==> config.mk <==
export PLATFORM = sky130hd
export DESIGN_NAME = stepctl_top
export DESIGN_NICKNAME = d
export VERILOG_FILES = /design/src/common/stepctl_cmd_pkg.sv /design/src/common/stepctl_motion_pkg.sv /design/src/motion/move_profile.sv /design/src/spi/spi_word_rx.sv /design/src/cmd_decoder.sv /design/src/hbridge_phase.sv /design/src/stepctl_top.sv
export SDC_FILE = /design/constraint.sdc
export NUM_CORES = 2
export LEC_CHECK = 0
export BUFFER_PORTS_ARGS = -buffer_cell sky130_fd_sc_hd__buf_2
export CAP_MARGIN = 30
export CELL_PAD_IN_SITES_DETAIL_PLACEMENT = 1
export CELL_PAD_IN_SITES_GLOBAL_PLACEMENT = 1
export CORE_ASPECT_RATIO = 1.75
export CORE_MARGIN = 2
export CORE_UTILIZATION = 45
export CTS_CLUSTER_SIZE = 14
export DETAILED_ROUTE_END_ITERATION = 10
export HOLD_SLACK_MARGIN = 0.1
export MAX_ROUTING_LAYER = met4
export PLACE_DENSITY_LB_ADDON = 0.1
export SETUP_SLACK_MARGIN = 0.05
export SYNTH_ARGS = -nofsm -noshare
export SYNTH_HDL_FRONTEND = slang
export SYNTH_SLANG_ARGS = --single-unit
==> constraint.sdc <==
create_clock -name CLK -period 7.8 [get_ports CLK]
set_clock_uncertainty 0.1 [all_clocks]
set_input_delay 0 -clock CLK [delete_from_list [all_inputs] [get_ports CLK]]
set_output_delay 0 -clock CLK [all_outputs]
set_load 0.005 [all_outputs]
==> src/common/stepctl_cmd_pkg.sv <==
`default_nettype none

package stepctl_cmd_pkg;

  // SPI transfer unit, one word per CS frame
  localparam int WORD_W = 64;

  // Header layout, code byte on top
  localparam int CODE_W = 8;
  localparam int ARG_W  = WORD_W - CODE_W;

  // Header codes
  localparam logic [CODE_W-1:0] CMD_MOVE      = 8'h01;  // Coordinated move, arg[0] is dir
  localparam logic [CODE_W-1:0] CMD_DIVISOR   = 8'h03;  // Tick divisor in arg[23:0]
  localparam logic [CODE_W-1:0] CMD_MICROSTEP = 8'h04;  // Microstep mode in arg[2:0]

  // Words after a move header
  // 1: duration in ticks
  // 2: initial rate, signed
  // 3: rate change per tick, signed
  localparam int MOVE_DATA_WORDS = 3;

  // One received word, seen as a header while idle
  // or as raw data while a message is being collected
  typedef union packed {
    struct packed {
      logic [CODE_W-1:0] code;  // Command byte, MSB first on the wire
      logic [ARG_W-1:0]  arg;   // Command argument
    } hdr;
    logic [WORD_W-1:0] data;    // Whole word as a value
  } spi_word_u;

endpackage

`default_nettype wire

==> src/common/stepctl_motion_pkg.sv <==
`default_nettype none

package stepctl_motion_pkg;

  localparam int ACC_W = 64;  // Accumulator, rate and count width
  localparam int DIV_W = 24;  // Tick divisor width
  localparam int MS_W  = 3;   // Microstep mode field

  // Accumulator level worth one step, 2^40
  localparam logic signed [ACC_W-1:0] STEP_THRESHOLD = 64'sh0000_0100_0000_0000;

  // Divisor out of reset
  localparam logic [DIV_W-1:0] DIV_RESET = 24'd40;

  // Microstep modes, other codes ignored
  localparam logic [MS_W-1:0] MS_FULL = 3'd0;  // Index moves by 2
  localparam logic [MS_W-1:0] MS_HALF = 3'd1;  // Index moves by 1

  // Half-step drive table, bits are {a1, a2, b1, b2}
  // Even entries single coil, odd entries two coils
  localparam logic [7:0][3:0] PHASE_TABLE = {
    4'b1001,  // 7: A+ B-
    4'b0001,  // 6: B-
    4'b0101,  // 5: A- B-
    4'b0100,  // 4: A-
    4'b0110,  // 3: A- B+
    4'b0010,  // 2: B+
    4'b1010,  // 1: A+ B+
    4'b1000   // 0: A+
  };

endpackage

`default_nettype wire

==> src/motion/move_profile.sv <==
`default_nettype none

module move_profile (
  input  logic                                        CLK,
  input  logic                                        rst,
  input  logic                                        move_start,
  input  logic [stepctl_motion_pkg::DIV_W-1:0]        divisor,
  input  logic [stepctl_motion_pkg::ACC_W-1:0]        duration,
  input  logic signed [stepctl_motion_pkg::ACC_W-1:0] rate_init,
  input  logic signed [stepctl_motion_pkg::ACC_W-1:0] rate_step,
  output logic                                        step_pulse,
  output logic                                        busy,
  output logic [stepctl_motion_pkg::ACC_W-1:0]        steps_done
);

  logic [stepctl_motion_pkg::DIV_W-1:0]        div_cnt;      // Clocks within tick
  logic [stepctl_motion_pkg::DIV_W-1:0]        div_next;
  logic [stepctl_motion_pkg::ACC_W-1:0]        tick_cnt;     // Ticks so far
  logic [stepctl_motion_pkg::ACC_W-1:0]        dur_q;        // Held for whole move
  logic [stepctl_motion_pkg::ACC_W-1:0]        step_cnt;     // Steps of running move
  logic signed [stepctl_motion_pkg::ACC_W-1:0] rate;         // Current substeps per tick
  logic signed [stepctl_motion_pkg::ACC_W-1:0] rate_step_q;
  logic signed [stepctl_motion_pkg::ACC_W-1:0] acc;          // Substep accumulator
  logic signed [stepctl_motion_pkg::ACC_W-1:0] acc_sum;
  logic                                        done;
  logic                                        tick;
  logic                                        step_now;

  assign div_next = div_cnt + 1'b1;
  assign done     = busy && (tick_cnt == dur_q);  // All ticks spent
  assign tick     = busy && !done && (div_next >= divisor);
  assign acc_sum  = acc + rate;
  assign step_now = (acc_sum >= stepctl_motion_pkg::STEP_THRESHOLD);  // Signed compare

  always_ff @(posedge CLK) begin
    if (rst) begin
      busy       <= 1'b0;
      step_pulse <= 1'b0;
      steps_done <= '0;
      div_cnt    <= '0;
      tick_cnt   <= '0;
      step_cnt   <= '0;
    end else begin
      step_pulse <= 1'b0;
      if (move_start) begin
        // Restart, any running count is lost
        busy     <= 1'b1;
        div_cnt  <= '0;
        tick_cnt <= '0;
        step_cnt <= '0;
      end else if (done) begin
        busy       <= 1'b0;
        steps_done <= step_cnt;  // Published for readback
      end else if (tick) begin
        div_cnt  <= '0;
        tick_cnt <= tick_cnt + 1'b1;
        if (step_now) begin
          step_cnt   <= step_cnt + 1'b1;
          step_pulse <= 1'b1;  // At most one per tick
        end
      end else if (busy) begin
        div_cnt <= div_next;
      end
    end
  end

  // Rate and substep arithmetic
  always_ff @(posedge CLK) begin
    if (move_start) begin
      acc         <= '0;
      rate        <= rate_init;
      dur_q       <= duration;
      rate_step_q <= rate_step;
    end else if (tick) begin
      if (step_now) begin
        acc <= acc_sum - stepctl_motion_pkg::STEP_THRESHOLD;
      end else begin
        acc <= acc_sum;
      end
      rate <= rate + rate_step_q;  // Rate changes after the add
    end
  end

endmodule

`default_nettype wire

==> src/spi/spi_word_rx.sv <==
`default_nettype none

module spi_word_rx (
  input  logic                               CLK,
  input  logic                               rst,
  input  logic                               SCK,
  input  logic                               CS,
  input  logic                               COPI,
  input  logic [stepctl_cmd_pkg::WORD_W-1:0] reply_word,
  output logic                               CIPO,
  output logic                               word_valid,
  output stepctl_cmd_pkg::spi_word_u         word_data
);

  logic [2:0] sck_sync;   // Two sync stages, third for edge detect
  logic [2:0] cs_sync;
  logic [1:0] copi_sync;  // Kept in step with SCK stages
  logic       sck_rise;
  logic       cs_rise;
  logic       cs_fall;
  logic       frame_full;
  logic [6:0] bit_cnt;    // Bits in current frame, saturates
  logic [stepctl_cmd_pkg::WORD_W-1:0] rx_shift;
  logic [stepctl_cmd_pkg::WORD_W-1:0] tx_shift;

  assign sck_rise   = sck_sync[1] & ~sck_sync[2];
  assign cs_rise    = cs_sync[1] & ~cs_sync[2];  // End of frame
  assign cs_fall    = ~cs_sync[1] & cs_sync[2];  // Start of frame
  assign frame_full = (bit_cnt == 7'(stepctl_cmd_pkg::WORD_W));
  assign CIPO       = tx_shift[stepctl_cmd_pkg::WORD_W-1];  // MSB first

  always_ff @(posedge CLK) begin
    if (rst) begin
      sck_sync   <= '0;
      cs_sync    <= '1;  // Deselected
      copi_sync  <= '0;
      bit_cnt    <= '0;
      tx_shift   <= '0;
      word_valid <= 1'b0;
    end else begin
      sck_sync   <= {sck_sync[1:0], SCK};
      cs_sync    <= {cs_sync[1:0], CS};
      copi_sync  <= {copi_sync[0], COPI};
      word_valid <= cs_rise & frame_full;  // Short or long frames dropped
      if (cs_fall) begin
        bit_cnt  <= '0;
        tx_shift <= reply_word;  // Reply latched for this frame
      end else if (sck_rise && !cs_sync[1]) begin
        tx_shift <= {tx_shift[stepctl_cmd_pkg::WORD_W-2:0], 1'b0};  // Next bit up
        if (bit_cnt != 7'h7f) begin
          bit_cnt <= bit_cnt + 1'b1;
        end
      end
    end
  end

  // Receive shifter and word hold
  always_ff @(posedge CLK) begin
    if (sck_rise && !cs_sync[1]) begin
      rx_shift <= {rx_shift[stepctl_cmd_pkg::WORD_W-2:0], copi_sync[1]};
    end
    if (cs_rise) begin
      word_data.data <= rx_shift;  // Stable until next frame ends
    end
  end

endmodule

`default_nettype wire

==> src/cmd_decoder.sv <==
`default_nettype none

module cmd_decoder (
  input  logic                                     CLK,
  input  logic                                     rst,
  input  logic                                     word_valid,
  input  stepctl_cmd_pkg::spi_word_u               word_data,
  input  logic [stepctl_motion_pkg::ACC_W-1:0]     steps_done,
  output logic                                     dir,
  output logic [stepctl_motion_pkg::DIV_W-1:0]     divisor,
  output logic [stepctl_motion_pkg::MS_W-1:0]      ms_mode,
  output logic [stepctl_motion_pkg::ACC_W-1:0]     duration,
  output logic signed [stepctl_motion_pkg::ACC_W-1:0] rate_init,
  output logic signed [stepctl_motion_pkg::ACC_W-1:0] rate_step,
  output logic                                     move_start,
  output logic [stepctl_cmd_pkg::WORD_W-1:0]       reply_word,
  output logic                                     led
);

  logic       collecting;  // Header seen, data words pending
  logic [1:0] word_cnt;    // Data word index within move
  logic       last_word;
  logic [stepctl_motion_pkg::MS_W-1:0] mode_arg;

  assign last_word = (word_cnt == 2'(stepctl_cmd_pkg::MOVE_DATA_WORDS - 1));
  assign mode_arg  = word_data.hdr.arg[stepctl_motion_pkg::MS_W-1:0];

  always_ff @(posedge CLK) begin
    if (rst) begin
      collecting <= 1'b0;
      word_cnt   <= '0;
      dir        <= 1'b0;
      divisor    <= stepctl_motion_pkg::DIV_RESET;
      ms_mode    <= stepctl_motion_pkg::MS_FULL;
      move_start <= 1'b0;
      reply_word <= '0;
      led        <= 1'b0;
    end else begin
      move_start <= 1'b0;
      if (word_valid) begin
        led <= ~led;  // Activity blink per word
        if (!collecting) begin
          case (word_data.hdr.code)
            stepctl_cmd_pkg::CMD_MOVE: begin
              collecting <= 1'b1;
              word_cnt   <= '0;
              dir        <= word_data.hdr.arg[0];
              reply_word <= steps_done;  // Shown during first data word
            end
            stepctl_cmd_pkg::CMD_DIVISOR: begin
              divisor <= word_data.hdr.arg[stepctl_motion_pkg::DIV_W-1:0];
            end
            stepctl_cmd_pkg::CMD_MICROSTEP: begin
              // Only full and half step supported
              if (mode_arg == stepctl_motion_pkg::MS_FULL ||
                  mode_arg == stepctl_motion_pkg::MS_HALF) begin
                ms_mode <= mode_arg;
              end
            end
            default: ;  // Unknown code, no effect
          endcase
        end else begin
          word_cnt <= word_cnt + 1'b1;
          if (word_cnt == 2'd0) begin
            reply_word <= steps_done;  // Refresh with latest count
          end
          if (last_word) begin
            collecting <= 1'b0;
            move_start <= 1'b1;  // Settings complete next cycle
          end
        end
      end
    end
  end

  // Move settings by data word index
  always_ff @(posedge CLK) begin
    if (word_valid && collecting) begin
      case (word_cnt)
        2'd0:    duration  <= word_data.data;
        2'd1:    rate_init <= word_data.data;
        default: rate_step <= word_data.data;
      endcase
    end
  end

endmodule

`default_nettype wire

==> src/hbridge_phase.sv <==
`default_nettype none

module hbridge_phase (
  input  logic                                  CLK,
  input  logic                                  rst,
  input  logic                                  step_pulse,
  input  logic                                  dir,
  input  logic [stepctl_motion_pkg::MS_W-1:0]   ms_mode,
  output logic                                  phase_a1,
  output logic                                  phase_a2,
  output logic                                  phase_b1,
  output logic                                  phase_b2
);

  logic [2:0] phase_idx;   // Position in half-step table
  logic [2:0] phase_inc;   // Index move per step
  logic [2:0] phase_next;

  // Full step skips the odd entries
  assign phase_inc = (ms_mode == stepctl_motion_pkg::MS_HALF) ? 3'd1 : 3'd2;

  // Wraps modulo 8
  assign phase_next = dir ? (phase_idx + phase_inc) : (phase_idx - phase_inc);

  always_ff @(posedge CLK) begin
    if (rst) begin
      phase_idx <= 3'd0;
      {phase_a1, phase_a2, phase_b1, phase_b2} <= stepctl_motion_pkg::PHASE_TABLE[3'd0];
    end else if (step_pulse) begin
      phase_idx <= phase_next;
      // Pins follow index in same edge
      {phase_a1, phase_a2, phase_b1, phase_b2} <= stepctl_motion_pkg::PHASE_TABLE[phase_next];
    end
  end

endmodule

`default_nettype wire

==> src/stepctl_top.sv <==
`default_nettype none

module stepctl_top (
  input  logic CLK,
  input  logic rst,
  input  logic SCK,
  input  logic CS,
  input  logic COPI,
  output logic CIPO,
  output logic led,
  output logic busy,
  output logic phase_a1,
  output logic phase_a2,
  output logic phase_b1,
  output logic phase_b2
);

  logic                                        word_valid;
  stepctl_cmd_pkg::spi_word_u                  word_data;
  logic [stepctl_cmd_pkg::WORD_W-1:0]          reply_word;  // Count back to host
  logic                                        dir;
  logic [stepctl_motion_pkg::DIV_W-1:0]        divisor;
  logic [stepctl_motion_pkg::MS_W-1:0]         ms_mode;
  logic [stepctl_motion_pkg::ACC_W-1:0]        duration;
  logic signed [stepctl_motion_pkg::ACC_W-1:0] rate_init;
  logic signed [stepctl_motion_pkg::ACC_W-1:0] rate_step;
  logic                                        move_start;
  logic                                        step_pulse;
  logic [stepctl_motion_pkg::ACC_W-1:0]        steps_done;

  spi_word_rx u_spi (
    .CLK        (CLK),
    .rst        (rst),
    .SCK        (SCK),
    .CS         (CS),
    .COPI       (COPI),
    .reply_word (reply_word),
    .CIPO       (CIPO),
    .word_valid (word_valid),
    .word_data  (word_data)
  );

  cmd_decoder u_dec (
    .CLK        (CLK),
    .rst        (rst),
    .word_valid (word_valid),
    .word_data  (word_data),
    .steps_done (steps_done),
    .dir        (dir),
    .divisor    (divisor),
    .ms_mode    (ms_mode),
    .duration   (duration),
    .rate_init  (rate_init),
    .rate_step  (rate_step),
    .move_start (move_start),
    .reply_word (reply_word),
    .led        (led)
  );

  move_profile u_prof (
    .CLK        (CLK),
    .rst        (rst),
    .move_start (move_start),
    .divisor    (divisor),
    .duration   (duration),
    .rate_init  (rate_init),
    .rate_step  (rate_step),
    .step_pulse (step_pulse),
    .busy       (busy),
    .steps_done (steps_done)
  );

  // Single axis bridge
  hbridge_phase u_bridge (
    .CLK        (CLK),
    .rst        (rst),
    .step_pulse (step_pulse),
    .dir        (dir),
    .ms_mode    (ms_mode),
    .phase_a1   (phase_a1),
    .phase_a2   (phase_a2),
    .phase_b1   (phase_b1),
    .phase_b2   (phase_b2)
  );

endmodule

`default_nettype wire

[Yosys cells after proc, flatten, opt, wreduce, memory -nomap -nowiden]
Memories as Yosys holds them, arrays and structs flattened. A register that Yosys moved wholly into a read port is not among the register bits.
Index checks and enable logic that the tools add are counted.
Operators by class
  order comparisons: 2
  mux-type cells: 21
  reductions and logical operators: 33
  equal/unequal tests: 11
  bitwise operators: 14
  $add $sub $neg: 10
Operators by type and width (count)
  64-bit 2-to-1 mux: 8
  64-bit by 1-bit adder with 64-bit output, second input constant: 2
  64-bit adder: 2
  64-bit equality test: 1
  64-bit by 42-bit greater-or-equal comparator with 1-bit output, second input constant: 1
  64-bit by 42-bit subtractor with 64-bit output, second input constant: 1
  24-bit 2-to-1 mux: 2
  24-bit by 1-bit adder with 24-bit output, second input constant: 1
  24-bit greater-or-equal comparator: 1
  2-bit AND reduction: 8
  3-bit AND reduction: 4
  1-bit inverter: 10
  2-bit nonzero test: 5
  8-bit by 1-bit equality test with 1-bit output, second input constant: 1
  8-bit by 2-bit equality test with 1-bit output, second input constant: 1
  8-bit by 3-bit equality test with 1-bit output, second input constant: 1
  7-bit by 1-bit adder with 7-bit output, second input constant: 1
  7-bit equality test, second input constant: 1
  1-bit 2-to-1 mux: 7
  7-bit inequality test, second input constant: 1
  3-bit by 1-bit equality test with 1-bit output, second input constant: 2
  2-bit 2-to-1 mux: 3
  2-bit OR reduction: 3
  1-bit logical AND: 5
  15 further kinds: 19
Word-level totals
  ROM bits: 32
  memories: 1
  register bits after elaboration: 974
  output and inout bits: 7
  input bits: 5
Memory list
  (no name shown): depth 8, bits a word 4, read ports 1, clocked after memory_dff 1, write ports 0, line hbridge_phase.sv:32  | {phase_a1, phase_a2, phase_b1, phase_b2} <= stepctl_motion_pkg::PHASE_TABLE[phase_next];

[Longest topological paths before layout]
  word-level depth: 7
  depth in mapped cells: 25
  gate-level depth less buffers: 22

[By module]
From an unflattened synthesis, not the netlist that was laid out.
Second synthesis, totals
  cell total of the unflattened synthesis: 4392
  area total of the unflattened synthesis: 46206.8 um^2
By module, submodules not included
  move_profile: cells an instance 3189, seq. area each 11410.9 um^2, instances 1, area an instance 28539.9 um^2
  cmd_decoder: cells an instance 618, seq. area each 7707.4 um^2, instances 1, area an instance 9718.1 um^2
  spi_word_rx: cells an instance 546, seq. area each 5445.2 um^2, instances 1, area an instance 7579.8 um^2
  hbridge_phase: cells an instance 39, seq. area each 140.1 um^2, instances 1, area an instance 369.1 um^2

[Worst setup path after synthesis]
Ideal clock, no wire load.
  kind: reg-to-reg
  start: register u_dec.collecting
  end: register u_dec.rate_step[0] in the netlist's numbering, enable pin
  stages on the path, launching flop included: 4
  period minus slack after synthesis: 5680 ps
  path slack: 2120 ps
  data required time: 7135 ps
  buffers on the path: 1
  library setup time: 565 ps
  data arrival time: 5015 ps
  path through: dfxtp_1 -> clkbuf_1 -> nand2_1 -> nor3_1
Between the ends
  word-level cells in the longest chain between the ends: 2
Ends and longest elaborated chain
  start, declared: line cmd_decoder.sv:20  | logic collecting;
  start signal, assigned: line cmd_decoder.sv:30  | collecting <= 1'b0;
  start signal, assigned: line cmd_decoder.sv:45  | collecting <= 1'b1;
  start signal, assigned: line cmd_decoder.sv:68  | collecting <= 1'b0;
  1-bit logical AND: line cmd_decoder.sv:78  | if (word_valid && collecting) begin
  2-bit AND reduction (no line)
  end signal, assigned: line cmd_decoder.sv:82  | default: rate_step <= word_data.data;
  end, declared: line cmd_decoder.sv:14  | output logic signed [stepctl_motion_pkg::ACC_W-1:0] rate_step,
No other way between the ends.
A chain may end at the register's enable or synchronous reset.

[Worst setup path after layout]
  start: register u_prof.rate[23] in the netlist's numbering
  end: register u_prof.step_cnt[50] in the netlist's numbering
Between the ends
  word-level cells in the longest chain between the ends: 3
Ends and longest elaborated chain
  start, declared: line move_profile.sv:21  | logic signed [stepctl_motion_pkg::ACC_W-1:0] rate;
  start signal, assigned: line move_profile.sv:71  | rate <= rate_init;
  start signal, assigned: line move_profile.sv:80  | rate <= rate + rate_step_q;
  64-bit adder: line move_profile.sv:32  | assign acc_sum = acc + rate;
  64-bit by 42-bit greater-or-equal comparator with 1-bit output: line move_profile.sv:33  | assign step_now = (acc_sum >= stepctl_motion_pkg::STEP_THRESHOLD);
  3-bit AND reduction (no line)
  end signal, assigned: line move_profile.sv:58  | step_cnt <= step_cnt + 1'b1;
  end, declared: line move_profile.sv:20  | logic [stepctl_motion_pkg::ACC_W-1:0] step_cnt;
No other way between the ends.

==> qor.log <==
[pwr] Total Power Consumption 11,100 uW
[global_route] pin count of the biggest net entering global routing 122
[worst_setup_path] maximum net fanout on the critical path 12
[synth] area share of the leading cell type in the synthesized netlist 0.338
[global_route] wire length of the first global-routing pass 211,000 um
[synth] Ys Warns 0
[layout] number of nets in the layout 4,524
[floorplanning] die boundary height 425 um
[floorplanning] placeable core region 100,000 um^2
[synth] post-synthesis share of cell area spent on and, or, nand and nor gates 0.161
[timing] final setup violation count 0
[synth] Post-synth EDFFs 512
[worst_setup_path] required time worst endpoint 8.31 ns
[timing] Worst slew margin 0.291
[cts] clock slew seen by the registers of the worst setup and hold paths 0.07 ns
[worst_setup_path] worst setup path category flip-flop to flip-flop
[synth] most common cell in the synthesized netlist edfxtp_1
[route] post-detailed-route count of antenna-violating nets 0
[global_route] total gr overflow 0
[cts] clk sink count 978
[floorplanning] I/O pins 12
[synth] Netlist cell types 96
[cts] root buffer cell clkbuf_16
[worst_setup_path] cell breakdown of the critical path ha_1, nand4_2, nor3_1, nand2_1, a31oi_2, nor3_1, a21oi_1, xnor2_1, ha_1, nand2_1, nor3_1, o211ai_1, nor3_1, o211ai_1, nor4_1, nand4_1, o41a_1, buf_4, a2111oi_0, or4bb_1, a21oi_1
[place] instance area at placement 47,000 um^2
[synth] post-synthesis cell area 45,500 um^2
[worst_setup_path] crit path launch type flip-flop
[cts] clock tree from TritonCTS built
[place] final RePlAce weighted congestion 0.930
[timing] slack of the critical path 0.503 ns
[layout] post-route cell area 50,300 um^2
[route] 1st-pass router iterations 7
[status] result of the run completed
[synth] largest family of logic cells by synthesized area simple AND/OR/NAND/NOR gates
[layout] layout cell share with drive strength beyond 1 0.0731
[worst_setup_path] arrival time reported for the critical path endpoint 7.80 ns
[synth] Synth Net Count 4,545
[cts] maximum clock insertion buffer count 3
[cts] H-tree level count 3
[synth] top post-synthesis cells by count edfxtp_1, nand2_1, dfxtp_1, nor2_1, a21oi_1
[route] DRT iter0 DRCs 1,556
[cts] clock insertion delay at the later pin of the skew report 0.71 ns
[timing] worst hold margin 0.251 ns
[place] quantity of I/O buffers inserted on ports 11
[cts] buffers inserted by post-CTS timing repair 0
[flow_run] max-cap viol count 0
[synth] cells taking the most area after synthesis edfxtp_1, dfxtp_1, ha_1, nand2_1, a21oi_1
[timing] final cycle utilization of the critical path 0.936
[route] remaining routing DRC violations 0
[synth] xor/xnor share of the synthesized area 0.0518
[global_route] antenna violations before repair 3
[worst_setup_path] critical path's largest stage delay 0.72 ns
[synth] leading register cell type out of synthesis edfxtp_1
[floorplanning] standard-cell rows 154
[timing] final number of max-transition violations 0
[layout] Filler cells 10,866
[layout] Synth-to-Final Area Change 10.7%
[synth] number of cells produced by synthesis 4,376
[floorplanning] Die X 244 um
[timing] unrepaired setup endpoints after global routing false
[synth] Adder-Cell Fraction of Synth Area 0.0456
[timing] hold violation total from the final report 0
[synth] average cell area after synthesis 10.4 um^2
[place] worst setup timing slack at the placement stage 0.424 ns
[pwr] Lkg Pwr 0.0172 uW
[pwr] maximum vdd ir drop 168 uV
[floorplanning] die area 104,000 um^2
[worst_setup_path] Max stage delay cell, worst path o41a_1
[synth] cell type contributing the most total cell area after synthesis edfxtp_1
[min_path] worst min path class input pin to flip-flop
[pwr] pwr dens 221 nW/um^2
[synth] post-synthesis mux area share 0.0324
[synth] Synth Register Bits 978
[worst_setup_path] cell occurring most often along the worst timing path nor3_1
[timing] slew of the pin with the lowest slew margin 1.06 ns
[cts] number of CTS-inserted buffers 93
[timing] minimum clock period after layout 7.30 ns
[worst_setup_path] category of the worst setup path capture point flip-flop
[synth] sequential element share of the synthesized area 0.543
[timing] highest attainable clock frequency 137 MHz
[route] detailed-route via count 33,439
[synth] compound-gate portion of the synthesized area 0.139
[floorplanning] initial standard-cell utilization of the core 0.453
[route] vias per cell 5.81
[route] drt wl/cell 23.9 um
[timing] setup TNS 0 ns
[global_route] GR Util All Layers 0.274
[route] total detailed-routing wirelength 138,000 um
[global_route] number of global-route vias before repair 35,157
[place] half-perimeter wire length after detailed placement 102,000 um
[synth] proportion of synthesized flip-flops having asynchronous set or reset 0
## repair_timing
action                     in CTS  in global routing
hold buffers                   10                  0
hold endpoints to repair      104                  0
setup endpoints to repair       0                  1
resized for setup               0                  1
## critical path: cells and delay by family, from the launching register on
| family | cells | cell delay (ns) |
|---|---|---|
| compound gates | 7 | 2.40 |
| xor+xnor | 1 | 0.24 |
| fa+ha+maj | 2 | 0.92 |
| buf+inv | 1 | 0.29 |
| flops | 1 | 0.42 |
| simple gates | 10 | 2.79 |
## stage by stage
step                instances   util
floorplan                4376      -
global placement         5565  0.468
detailed placement       5572  0.468
CTS                      5755  0.500
global route             5760  0.501
finish                   5760  0.501
## metal layers
layer  vias up  GRT usage  wire [um]
met5         -          -          0
met4         0      0.161       9070
met3       301     0.0290       3100
met2       489      0.506      74300
met1     16712      0.279      51300
li1      15937          -          -
## placed cells by master (no fill, tap or decap), types with 19 or more instances in the layout
| cell | count |
|---|---|
| a211oi_1 | 83 |
| a21o_1 | 69 |
| a21oi_1 | 350 |
| a31oi_1 | 24 |
| and2_1 | 34 |
| and3_1 | 74 |
| and4_1 | 20 |
| buf_4 | 73 |
| clkbuf_1 | 24 |
| clkbuf_16 | 99 |
| dfxtp_1 | 465 |
| edfxtp_1 | 512 |
| ha_1 | 161 |
| inv_1 | 89 |
| mux2i_1 | 144 |
| nand2_1 | 506 |
| nand2b_1 | 28 |
| nand3_1 | 90 |
| nand3b_1 | 20 |
| nand4_1 | 97 |
| nor2_1 | 391 |
| nor2b_1 | 23 |
| nor3_1 | 69 |
| nor4_1 | 31 |
| o211ai_1 | 23 |
| o21a_1 | 25 |
| o21ai_0 | 174 |
| o21bai_1 | 21 |
| o31ai_1 | 34 |
| o41ai_1 | 25 |
| or2_2 | 19 |
| or3_1 | 42 |
| or4_1 | 23 |
| xnor2_1 | 157 |
| xor2_1 | 112 |
## kinds of logic after synthesis
kind of cell / after synthesis
flops: 978
buf+inv: 311
fa+ha+maj: 164
mux: 147
xor+xnor: 269
compound gates: 988
simple gates: 1519
## power by group
group / total, uW / internal, uW / switching, uW
clock network: 4660 / 2620 / 2030
registers: 5480 / 5440 / 47.4
logic: 989 / 317 / 672
## worst paths after layout
kind | from | to | cells past startpoint | slack, ns
worst max-delay path | u_prof.rate[23]$_DFFE_PP_ | u_prof.step_cnt[50]$_SDFFE_PP0P_ | 21 | 0.50
worst min-delay path | rst | u_bridge.phase_idx[0]$_SDFFE_PP0P_ | 3 | 0.25
worst max register to register | u_prof.rate[23]$_DFFE_PP_ | u_prof.step_cnt[50]$_SDFFE_PP0P_ | 21 | 0.50
worst min register to register | u_dec.rate_step[54]$_DFFE_PP_ | u_prof.rate_step_q[54]$_DFFE_PP_ | 0 | 0.30
## cell type report
cell class	count	area, um^2	area share
well taps	1326	1660	0.0330
inverters	90	338	0.00671
multi-input cells	3087	19600	0.390
flip-flops and latches	978	24700	0.491
diodes	1	2.50	0.0000497
repair buffers	105	892	0.0177
clock inverters	44	448	0.00890
clock buffers	129	2650	0.0527
Power figures use the tool's default switching activity.
